--- src/eth_tx_pkg.sv ---
`default_nettype none

package eth_tx_pkg;

  typedef logic [7:0]  byte_t;  // one stream byte
  typedef logic [10:0] len_t;   // frame length, up to 2047
  typedef logic [7:0]  sum_t;   // payload sum modulo 256

  // per-protocol frame holder
  typedef enum logic [1:0] {
    src_idle,
    src_wait,
    src_send,
    src_end
  } src_state_t;

  typedef enum logic {
    mux_idle,
    mux_active
  } mux_state_t;

  // MAC-side consumer
  typedef enum logic [2:0] {
    snk_idle,
    snk_req,
    snk_acc,
    snk_recv,
    snk_report
  } sink_state_t;

endpackage

`default_nettype wire
--- src/eth_tx_top.sv ---
`timescale 1ns/1ns
`default_nettype none

module eth_tx_top
  import eth_tx_pkg::*;
#(
  parameter int N       = 3,
  parameter int W       = 8,
  parameter int MAX_LEN = 64
) (
  input  wire                 clk,
  input  wire                 rst,
  // frame commands, one lane per source
  input  wire  [N-1:0]        cmd_val,
  output wire  [N-1:0]        cmd_rdy,
  input  wire  len_t [N-1:0]  cmd_len,
  input  wire  [N-1:0][W-1:0] cmd_meta,
  input  wire  byte_t [N-1:0] cmd_base,
  // MAC-side stream copy
  output wire  byte_t         tx_dat,
  output wire                 tx_val,
  // per-frame report
  output wire                 rep_val,
  output wire  [W-1:0]        rep_meta,
  output wire  len_t          rep_len,
  output wire  sum_t          rep_sum,
  output wire                 rep_err
);

  wire [N-1:0]         rdy, req, acc, err, done;
  wire [N-1:0][W-1:0]  meta;
  wire byte_t [N-1:0]  dat;
  wire [N-1:0]         val, sof, eof;

  wire                 rdy_mux, req_mux, acc_mux, err_mux, done_mux;
  wire [W-1:0]         meta_mux;
  wire byte_t          dat_mux;
  wire                 val_mux, sof_mux, eof_mux;

  assign tx_dat = dat_mux;
  assign tx_val = val_mux;

  for (genvar i = 0; i < N; i++) begin : gen_src
    eth_tx_source #(
      .W (W)
    ) source_i (
      .clk      (clk),
      .rst      (rst),
      .cmd_val  (cmd_val[i]),
      .cmd_rdy  (cmd_rdy[i]),
      .cmd_len  (cmd_len[i]),
      .cmd_meta (cmd_meta[i]),
      .cmd_base (cmd_base[i]),
      .rdy      (rdy[i]),
      .req      (req[i]),
      .acc      (acc[i]),
      .err      (err[i]),
      .done     (done[i]),
      .meta     (meta[i]),
      .dat      (dat[i]),
      .val      (val[i]),
      .sof      (sof[i]),
      .eof      (eof[i])
    );
  end

  eth_tx_mux #(
    .N (N),
    .W (W)
  ) mux_i (
    .clk      (clk),
    .rst      (rst),
    .rdy      (rdy),
    .req      (req),
    .acc      (acc),
    .err      (err),
    .done     (done),
    .meta     (meta),
    .dat      (dat),
    .val      (val),
    .sof      (sof),
    .eof      (eof),
    .rdy_mux  (rdy_mux),
    .req_mux  (req_mux),
    .acc_mux  (acc_mux),
    .err_mux  (err_mux),
    .done_mux (done_mux),
    .meta_mux (meta_mux),
    .dat_mux  (dat_mux),
    .val_mux  (val_mux),
    .sof_mux  (sof_mux),
    .eof_mux  (eof_mux)
  );

  eth_tx_mac_sink #(
    .W       (W),
    .MAX_LEN (MAX_LEN)
  ) sink_i (
    .clk      (clk),
    .rst      (rst),
    .rdy_mux  (rdy_mux),
    .req_mux  (req_mux),
    .acc_mux  (acc_mux),
    .err_mux  (err_mux),
    .done_mux (done_mux),
    .meta_mux (meta_mux),
    .dat_mux  (dat_mux),
    .val_mux  (val_mux),
    .sof_mux  (sof_mux),
    .eof_mux  (eof_mux),
    .rep_val  (rep_val),
    .rep_meta (rep_meta),
    .rep_len  (rep_len),
    .rep_sum  (rep_sum),
    .rep_err  (rep_err)
  );

endmodule

`default_nettype wire

--- src/eth_tx_mac_sink.sv ---
`timescale 1ns/1ns
`default_nettype none

module eth_tx_mac_sink
  import eth_tx_pkg::*;
#(
  parameter int W       = 8,
  parameter int MAX_LEN = 64
) (
  input  wire          clk,
  input  wire          rst,
  // from mux
  input  wire          rdy_mux,
  output logic         req_mux,
  output logic         acc_mux,
  output logic         err_mux,
  output logic         done_mux,
  input  wire  [W-1:0] meta_mux,
  input  wire  byte_t  dat_mux,
  input  wire          val_mux,
  input  wire          sof_mux,
  input  wire          eof_mux,
  // frame report
  output logic         rep_val,
  output logic [W-1:0] rep_meta,
  output len_t         rep_len,
  output sum_t         rep_sum,
  output logic         rep_err
);

  sink_state_t  state;
  len_t         cnt;
  sum_t         sum;
  logic [W-1:0] meta_q;
  len_t         cnt_nxt;
  sum_t         sum_nxt;
  logic [W-1:0] meta_cur;
  logic         over;

  assign cnt_nxt  = cnt + len_t'(1);
  assign sum_nxt  = sum + dat_mux;
  assign meta_cur = sof_mux ? meta_mux : meta_q; // single-byte frames
  assign over     = (cnt == len_t'(MAX_LEN));    // this byte is one too many

  always_ff @(posedge clk) begin
    if (rst) begin
      state    <= snk_idle;
      req_mux  <= 1'b0;
      acc_mux  <= 1'b0;
      err_mux  <= 1'b0;
      done_mux <= 1'b0;
      rep_val  <= 1'b0;
    end else begin
      req_mux  <= 1'b0;
      acc_mux  <= 1'b0;
      err_mux  <= 1'b0;
      done_mux <= 1'b0;
      rep_val  <= 1'b0;
      case (state)
        snk_idle: begin
          if (rdy_mux) begin
            req_mux <= 1'b1;
            state   <= snk_req;
          end
        end
        snk_req: begin
          acc_mux <= 1'b1;
          state   <= snk_acc;
        end
        snk_acc: begin
          cnt   <= '0;
          sum   <= '0;
          state <= snk_recv;
        end
        snk_recv: begin
          if (val_mux) begin
            if (sof_mux) meta_q <= meta_mux;
            cnt <= cnt_nxt;
            sum <= sum_nxt;
            if (over || eof_mux) begin
              err_mux  <= over;
              done_mux <= !over;
              rep_val  <= 1'b1;
              rep_meta <= meta_cur;
              rep_len  <= cnt_nxt;
              rep_sum  <= sum_nxt;
              rep_err  <= over;
              state    <= snk_report;
            end
          end
        end
        snk_report: state <= snk_idle; // lets the mux drop back to idle
        default:    state <= snk_idle;
      endcase
    end
  end

endmodule

`default_nettype wire

--- src/eth_tx_mux.sv ---
`timescale 1ns/1ns
`default_nettype none

module eth_tx_mux
  import eth_tx_pkg::*;
#(
  parameter int N = 3,
  parameter int W = 8
) (
  input  wire                  clk,
  input  wire                  rst,
  // source side
  input  wire  [N-1:0]         rdy,
  output logic [N-1:0]         req,
  output logic [N-1:0]         acc,
  output logic [N-1:0]         err,
  output logic [N-1:0]         done,
  input  wire  [N-1:0][W-1:0]  meta,
  input  wire  byte_t [N-1:0]  dat,
  input  wire  [N-1:0]         val,
  input  wire  [N-1:0]         sof,
  input  wire  [N-1:0]         eof,
  // sink side
  output logic                 rdy_mux,
  input  wire                  req_mux,
  input  wire                  acc_mux,
  input  wire                  err_mux,
  input  wire                  done_mux,
  output logic [W-1:0]         meta_mux,
  output byte_t                dat_mux,
  output logic                 val_mux,
  output logic                 sof_mux,
  output logic                 eof_mux
);

  localparam int IW = (N > 1) ? $clog2(N) : 1;

  mux_state_t    state;
  logic [N-1:0]  cur_rdy;  // rdy as sampled when leaving idle
  logic [N-1:0]  grant;
  logic [IW-1:0] ind;

  eth_onehot #(
    .N (N)
  ) onehot_i (
    .i (cur_rdy),
    .o (grant)
  );

  always_comb begin
    ind = '0;
    for (int k = 0; k < N; k++) begin
      if (grant[k]) ind = IW'(k);
    end
  end

  always_ff @(posedge clk) begin
    if (rst) begin
      state   <= mux_idle;
      cur_rdy <= '0;
      rdy_mux <= 1'b0;
      val_mux <= 1'b0;
      sof_mux <= 1'b0;
      eof_mux <= 1'b0;
    end else begin
      case (state)
        mux_idle: begin
          val_mux <= 1'b0;
          sof_mux <= 1'b0;
          eof_mux <= 1'b0;
          // grant is kept until a new request so late replies still route
          if (|rdy) begin
            cur_rdy <= rdy;
            state   <= mux_active;
          end
        end
        mux_active: begin
          if (eof_mux || err_mux) begin
            state   <= mux_idle;
            rdy_mux <= 1'b0;
            val_mux <= 1'b0;
            sof_mux <= 1'b0;
            eof_mux <= 1'b0;
          end else begin
            val_mux <= val[ind];
            sof_mux <= sof[ind];
            eof_mux <= eof[ind];
            rdy_mux <= val_mux ? 1'b0 : |(grant & rdy); // drop once data flows
          end
        end
        default: state <= mux_idle;
      endcase
    end
  end

  always_ff @(posedge clk) begin
    if (state == mux_active) begin
      meta_mux <= meta[ind];
      dat_mux  <= dat[ind];
    end
  end

  // replies only go to the granted source
  always_ff @(posedge clk) begin
    if (rst) begin
      req  <= '0;
      acc  <= '0;
      err  <= '0;
      done <= '0;
    end else begin
      req  <= grant & {N{req_mux}};
      acc  <= grant & {N{acc_mux}};
      err  <= grant & {N{err_mux}};
      done <= grant & {N{done_mux}};
    end
  end

endmodule

`default_nettype wire

--- src/eth_tx_source.sv ---
`timescale 1ns/1ns
`default_nettype none

module eth_tx_source
  import eth_tx_pkg::*;
#(
  parameter int W = 8
) (
  input  wire          clk,
  input  wire          rst,
  // frame command
  input  wire          cmd_val,
  output logic         cmd_rdy,
  input  wire  len_t   cmd_len,
  input  wire  [W-1:0] cmd_meta,
  input  wire  byte_t  cmd_base,
  // to mux
  output logic         rdy,
  input  wire          req,
  input  wire          acc,
  input  wire          err,
  input  wire          done,
  output logic [W-1:0] meta,
  output byte_t        dat,
  output logic         val,
  output logic         sof,
  output logic         eof
);

  src_state_t state;
  len_t       len_q;
  len_t       cnt;      // index of the next byte
  logic       granted;  // req seen for this frame

  assign cmd_rdy = (state == src_idle);
  // an abort pulse hides rdy so the mux does not regrant this frame
  assign rdy = (state == src_wait || state == src_send) && !err;

  always_ff @(posedge clk) begin
    if (rst) begin
      state   <= src_idle;
      granted <= 1'b0;
      val     <= 1'b0;
      sof     <= 1'b0;
      eof     <= 1'b0;
    end else begin
      case (state)
        src_idle: begin
          granted <= 1'b0;
          if (cmd_val) begin
            len_q <= cmd_len;
            meta  <= cmd_meta;
            dat   <= cmd_base; // payload byte 0
            state <= src_wait;
          end
        end
        src_wait: begin
          if (req) granted <= 1'b1;
          if (err) begin
            state <= src_idle;
          end else if (acc && (granted || req)) begin
            val   <= 1'b1;
            sof   <= 1'b1;
            eof   <= (len_q == len_t'(1));
            cnt   <= len_t'(1);
            state <= src_send;
          end
        end
        src_send: begin
          if (err || eof) begin
            val   <= 1'b0;
            sof   <= 1'b0;
            eof   <= 1'b0;
            state <= err ? src_idle : src_end;
          end else begin
            dat <= dat + byte_t'(1);
            sof <= 1'b0;
            eof <= (cnt == len_q - len_t'(1));
            cnt <= cnt + len_t'(1);
          end
        end
        src_end: begin
          if (done || err) state <= src_idle; // wait for sink verdict
        end
        default: state <= src_idle;
      endcase
    end
  end

endmodule

`default_nettype wire

--- src/eth_onehot.sv ---
`timescale 1ns/1ns
`default_nettype none

// keeps only the most significant set bit
module eth_onehot #(
  parameter int N = 3
) (
  input  wire  [N-1:0] i,
  output logic [N-1:0] o
);

  always_comb begin
    o = '0;
    // later (higher) bits overwrite lower ones
    for (int k = 0; k < N; k++) begin
      if (i[k]) begin
        o    = '0;
        o[k] = 1'b1;
      end
    end
  end

endmodule

`default_nettype wire

--- config.mk ---
export PLATFORM = sky130hd
export DESIGN_NAME = eth_tx_top
export DESIGN_NICKNAME = d
export VERILOG_FILES = /design/src/eth_tx_pkg.sv /design/src/eth_tx_top.sv /design/src/eth_tx_mac_sink.sv /design/src/eth_tx_mux.sv /design/src/eth_tx_source.sv /design/src/eth_onehot.sv
export SDC_FILE = /design/constraint.sdc
export NUM_CORES = 1
export LEC_CHECK = 0
export BUFFER_PORTS_ARGS = -buffer_cell sky130_fd_sc_hd__buf_2
export CAP_MARGIN = 20
export CORE_MARGIN = 1.5
export CORE_UTILIZATION = 50
export DETAILED_ROUTE_END_ITERATION = 12
export PLACE_DENSITY_LB_ADDON = 0.15
export SETUP_SLACK_MARGIN = 0.05
export SYNTH_ARGS = -nofsm -noshare
export SYNTH_HDL_FRONTEND = slang
export SYNTH_SLANG_ARGS = --single-unit
--- constraint.sdc ---
create_clock -name clk -period 2.9 [get_ports clk]
set_input_delay 0 -clock clk [delete_from_list [all_inputs] [get_ports clk]]
set_output_delay 0 -clock clk [all_outputs]
set_load 0.02 [all_outputs]
# Word level (Yosys, flattened, before mapping)
# Cells that the tools add are included.
dict set report classes {
  n_reduce_logical 69
  addsub 11
  mux 113
  magnitude_cmp 1
  eq_ne 46
  bitwise 11
}
# cell count
set op_table {}
lappend op_table {{11-bit two-way mux} 10}
lappend op_table {{11-bit case mux with 2 select lines} 4}
lappend op_table {{8-bit two-way mux} 10}
lappend op_table {{8-bit case mux with 2 select lines} 4}
lappend op_table {{11-bit by 1-bit adder with 11-bit output (second input constant)} 4}
lappend op_table {{4-bit AND reduction} 10}
lappend op_table {{2-bit two-way mux} 19}
lappend op_table {{1-bit two-way mux} 36}
lappend op_table {{2-bit != test (second input constant)} 17}
lappend op_table {{11-bit by 1-bit == test with 1-bit output (second input constant)} 3}
lappend op_table {{11-bit == test} 3}
lappend op_table {{11-bit by 1-bit subtractor with 11-bit output (second input constant)} 3}
lappend op_table {{8-bit binary-select mux with 2-bit select} 2}
lappend op_table {{1-bit case mux with 2 select lines} 16}
lappend op_table {{3-bit AND reduction} 9}
lappend op_table {{8-bit by 1-bit adder with 8-bit output (second input constant)} 3}
lappend op_table {{2-bit case mux with 4 select lines} 3}
lappend op_table {{2-bit nonzero test} 10}
lappend op_table {{3-bit bitwise AND} 5}
lappend op_table {{3-bit two-way mux} 5}
lappend op_table {{5-bit AND reduction} 3}
lappend op_table {{1-bit logical OR} 14}
lappend op_table {{2-bit by 1-bit != test with 1-bit output (second input constant)} 7}
lappend op_table {{2-bit == test (second input constant)} 6}
lappend op_table {{18 further kinds} 45}
dict set report totals {
  input_bits 86
  out_inout_bits 41
  word_cells 303
  regBits 231
}

# Longest topological paths before layout
dict set report logic_depth {
  depth_word 9
  ltp_mapped 9
  depth_no_buf 9
}

# Hierarchy
# From an unflattened synthesis, not the netlist that was laid out.
dict set report hier_totals {
  hier_cells 964
  area_unflattened_um2 11364.6
}
# module seq_area_each_um2 instances area_each_um2 cells_each
set modules_own_cells {}
lappend modules_own_cells {{eth_tx_source (gen_src[0].source_i ...)} 1261.2 2 2394.8 213}
lappend modules_own_cells {eth_tx_mac_sink 1811.7 1 2665.1 187}
lappend modules_own_cells {{eth_tx_source (gen_src[2].source_i)} 1261.2 1 2334.7 211}
lappend modules_own_cells {eth_tx_mux 880.8 1 1549.0 137}
lappend modules_own_cells {eth_onehot 0.0 1 26.3 3}

# Worst setup path before layout
# Ideal clock, no wire load.
dict set report synth_path {
  kind {register to register}
  startpoint {register sink_i.cnt[0]}
  endpoint {register sink_i.rep_err (enable)}
  path_stages_with_launch 6
  t_arrival_ps 2242
  required_ps 2514
  period_less_slack_ps 2629
  path_slack_ps 271
  path_buffers 0
  setup_ps 386
  path_cell_list {edfxtp_1 -> inv_1 -> ha_1 -> or4b_2 -> nor4_4 -> o21a_1}
}
dict set report synth_between {
  elab_chain_cells 3
}
# item line_no
set synth_rtl {}
lappend synth_rtl {{start: declaration} eth_tx_mac_sink.sv:32} ;# len_t cnt;
lappend synth_rtl {{start signal: assignment} eth_tx_mac_sink.sv:78} ;# cnt <= cnt_nxt;
lappend synth_rtl {{11-bit by 7-bit == test with 1-bit output} eth_tx_mac_sink.sv:43} ;# assign over = (cnt == len_t'(MAX_LEN));
lappend synth_rtl {{named net sink_i.over} eth_tx_mac_sink.sv:38} ;# logic over;
lappend synth_rtl {{1-bit logical OR} eth_tx_mac_sink.sv:80} ;# if (over || eof_mux) begin
lappend synth_rtl {{4-bit AND reduction (no source line)} -}
lappend synth_rtl {{end signal: assignment} eth_tx_mac_sink.sv:87} ;# rep_err <= over;
lappend synth_rtl {{end: declaration} eth_tx_mac_sink.sv:28} ;# output logic rep_err
# The timed path passes the listed nets, and every way through them passes these cells.
# A chain may end at the register's enable or synchronous reset.

# Worst setup path in the final report
dict set report layout_path {
  startpoint {register gen_src[2].source_i.state[0]}
  endpoint {register gen_src[2].source_i.state[1]}
}
dict set report layout_between {
  elab_chain_cells 3
  word_cells_on_any_way 10
  cone_classes {eq/ne (7); mux (1); reduce/logical (2)}
}
# item line_no
set layout_rtl {}
lappend layout_rtl {{start: declaration} eth_tx_source.sv:30} ;# src_state_t state;
lappend layout_rtl {{start signal: assignment} eth_tx_source.sv:41} ;# state <= src_idle;
lappend layout_rtl {{start signal: assignment} eth_tx_source.sv:54} ;# state <= src_wait;
lappend layout_rtl {{start signal: assignment} eth_tx_source.sv:60} ;# state <= src_idle;
lappend layout_rtl {{2-bit by 1-bit == test with 1-bit output (tied with other cells)} eth_tx_source.sv:47} ;# case (state)
lappend layout_rtl {{3-bit by 2-bit != test with 1-bit output (no source line) (tied with other cells)} -}
lappend layout_rtl {{4-bit AND reduction (no source line)} -}
# Parallel ways exist; a longest one is shown, timed or not.

==> impl_metrics.py <==
metrics = {
    "synthesis": {
        "yosysSeqAreaShare_pct": 58.2,
        "synthTopCellsByArea": "edfxtp_1 50%, dfxtp_1 8.3%, xnor2_1 4.6%",
        "synth_ff_type": "edfxtp_1",
        "synthesis.nets": 1074,
        "syn_area_per_cell_sq_um": 11.7,
        "syn-cell-area_sq_um": 11100,
        "synth_top_cells_by_count": "185 x edfxtp_1, 70 x nor2_1, 58 x xnor2_1",
        "synth-edff-count": 185,
        "yosysMostFrequentCell": "edfxtp_1",
        "synth.distinct_cells": 63,
        "synthArstFlopShare_pct": 0,
        "ys_warn_count": 0,
        "yosysTopAreaCellShare_pct": 49.9,
        "synthCells": 954,
        "ys_ff_latch": 231,
        "synth_largest_area_cell": "edfxtp_1",
    },
    "worst_setup_path": {
        "worstSetupEndpointType": "flop",
        "rrSetupSlack_ns": 0.45,
        "cp.arrival_ns": 2.89,
        "r2r_cells": 7,
        "critPathKind": "flop to flop",
        "startpoint_type": "flop",
        "cp_max_fo": 19,
        "required_ns": 3.35,
    },
    "pwr": {
        "combPwrFrac_pct": 21.8,
        "peakVddDrop_v": 0.000471,
        "p_int_uw": 7080,
        "clkPwrFrac_pct": 32.9,
        "p_leak_uw": 0.00517,
        "switching_share_pct": 29.5,
        "p_per_area_nw_per_um2": 727,
        "power_switching_uw": 2960,
        "p_seq_share_pct": 45.3,
    },
    "sta": {
        "finalMaxSlewViolations": 0,
        "clock.fmax_mhz": 409,
        "tightest_slew_ns": 1.01,
        "slew-limit-headroom_pct": 32.6,
        "finalCriticalPeriod_ns": 2.45,
        "finalHoldViolations": 0,
        "tns_ns": 0,
        "whs_ns": 0.0467,
        "rsz0062_at_grt": "false",
        "finalWorstSetupSlack_ns": 0.454,
        "skew_ns": 0.00612,
        "setup_viol": 0,
        "min_period_over_period_pct": 84.3,
    },
    "die": {
        "coreArea_sq_um": 21800,
        "start_util_pct": 51.0,
        "rows": 54,
        "die_w_um": 152,
        "boundaryPins": 127,
        "die_h_um": 152,
        "dieArea_sq_um": 23200,
    },
    "detailed_routing": {
        "viasPerCell": 5.33,
        "wl_mm": 24.3,
        "drcViolationCount": 0,
        "num_vias": 7843,
        "drtPass1Iterations": 7,
        "ant_nets": 0,
        "wl_per_cell_um": 16.5,
        "detail_route.iter0.violations": 473,
    },
    "grt": {
        "grt_usage_pct": 21.1,
        "grt_max_degree": 34,
        "overflow": 0,
        "antenna_found_initial": 0,
        "grt_pass1_wl_mm": 40.1,
        "grt_pass1_vias": 7964,
    },
    "finish": {
        "final_cells": 1472,
        "final_core_util_pct": 63.2,
        "nets": 1293,
        "diodes": 0,
        "fillCellCount": 1711,
        "drive_above_1_share_pct": 18.1,
        "syn2layout_area_growth_pct": 24.0,
    },
    "place": {
        "dpl.cell_count": 1343,
        "dp_hpwl_mm": 16.5,
        "io_buffers": 126,
        "place_ws_ns": 0.502,
        "place_congestion": 0.834,
    },
    "job": {
        "maxCapViolCount": 0,
    },
    "min_path": {
        "whs_path_depth": 5,
        "hold_path_class": "input pin to flop",
    },
    "clocking": {
        "clockRootBuffer": "clkbuf_16",
        "numCtsBuffers": 25,
        "cts_resized": 0,
        "clock_latency_ns": 0.52,
        "clock_path_buffers": 3,
        "htree_num_levels": 1,
        "cts_tree": "built",
        "clkSinkCount": 231,
        "clk_pin_slew_ns": 0.06,
    },
    "status": {
        "status": "completed",
    },
}
[area by class of cell]
type | instances | area (sq um) | area share (%)
Clock buffer | 33 | 744 | 5.39
Clock inverter | 13 | 125 | 0.907
Inverter | 42 | 158 | 1.14
Multi-Input combinational cell | 644 | 4330 | 31.4
Sequential cell | 231 | 6480 | 46.9
Tap cell | 280 | 350 | 2.54
Timing Repair Buffer | 229 | 1610 | 11.7
[final timing paths]
path                                                   start                      endpoint
worst max-delay path            gen_src[2].source_i.state[0]  gen_src[2].source_i.state[1]
worst min-delay path                              cmd_val[1]  gen_src[1].source_i.state[1]
worst max register to register  gen_src[2].source_i.state[0]  gen_src[2].source_i.state[1]
worst min register to register                  mux_i.req[0]   gen_src[0].source_i.granted
[sequential cells by signal, summed over array words and instances (netlist names), 3 cells and up]
register and cells:
gen_src.source_i.cnt 33, gen_src.source_i.dat 24, gen_src.source_i.eof 3, gen_src.source_i.granted 3, gen_src.source_i.len_q 33, gen_src.source_i.meta 24
gen_src.source_i.sof 3, gen_src.source_i.state 6, gen_src.source_i.val 3, mux_i.acc 3, mux_i.cur_rdy 3, mux_i.dat_mux 8
mux_i.done 3, mux_i.err 3, mux_i.meta_mux 8, mux_i.req 3, sink_i.cnt 11, sink_i.meta_q 8
sink_i.rep_len 11, sink_i.rep_meta 8, sink_i.rep_sum 8, sink_i.state 3, sink_i.sum 8
[cells by family after synthesis]
logic type / synth area share [%]
mux: 3.37
xor+xnor: 7.40
fa+ha+maj: 3.89
flops: 58.2
buf+inv: 2.91
simple gates: 15.6
compound gates: 8.63
[critical path, stage by stage (launching register included)]
cell and delay [ns]:
dfxtp_1 0.36, inv_1 0.09, ha_1 0.40, buf_4 0.29, a222oi_1 0.37, o21ai_0 0.21, or4_1 0.50, a21oi_1 0.16
[cells in the final DEF (no fill, tap or decap), drive strengths merged, types with 5 or more instances in the layout]
| cell type | synthesis | routed |
|---|---|---|
| inv | 42 | 45 |
| and2 | 45 | 45 |
| o21ai | 50 | 50 |
| nor4b | 6 | 6 |
| mux2i | 24 | 24 |
| a211oi | 11 | 11 |
| a21oi | 46 | 46 |
| clkinv | 0 | 7 |
| or3 | 14 | 14 |
| clkbuf | 30 | 33 |
| nand2b | 10 | 10 |
| edfxtp | 185 | 185 |
| nor2b | 9 | 9 |
| ha | 33 | 33 |
| nor2 | 70 | 70 |
| dlygate4sd3 | 0 | 83 |
| or4b | 5 | 5 |
| nor4 | 9 | 9 |
| nand3 | 38 | 38 |
| and3 | 34 | 34 |
| buf | 7 | 146 |
| mux2 | 12 | 12 |
| nand2 | 57 | 57 |
| dfxtp | 46 | 46 |
| xnor2 | 58 | 58 |
| a21boi | 8 | 8 |
| nor3 | 14 | 14 |
| xor2 | 36 | 36 |
[power groups by stage]
| stage | Sequential, uW | Combinational [uW] | Clock [uW] |
|---|---|---|---|
| after CTS | 4540 | 2190 | 3370 |
| after global routing | 4610 | 2450 | 3500 |
| after floorplan | 4530 | 1510 | 0 |
| after global placement | 4590 | 2060 | 0 |
| final | 4540 | 2190 | 3300 |
| after detailed placement | 4610 | 2090 | 0 |
[per-stage QoR]
stage          power, uW  instance area, sq um
6_report           10000                 13800
5_1_grt            10600                 13800
4_1_cts            10100                 13800
3_5_place_dp        6690                 12100
3_3_place_gp        6650                 12100
2_1_floorplan       6040                 11100
[layer usage]
metal  global-route usage (%)  share of wire, %  up-vias
li1                         -                 -     3894
met1                     28.1                45     3705
met2                     35.6                48      191
met3                     3.07               4.3       53
met4                     7.03               3.2        0
met5                        0                 0        -
[what timing repair did]
action | in CTS | in global routing
hold buffers | 83 | 0
setup endpoints to repair | 0 | 0
endpoints found under the hold margin | 87 | 0
buffers inserted | 0 | 0
No activity file was read; power rests on OpenSTA's default activity.
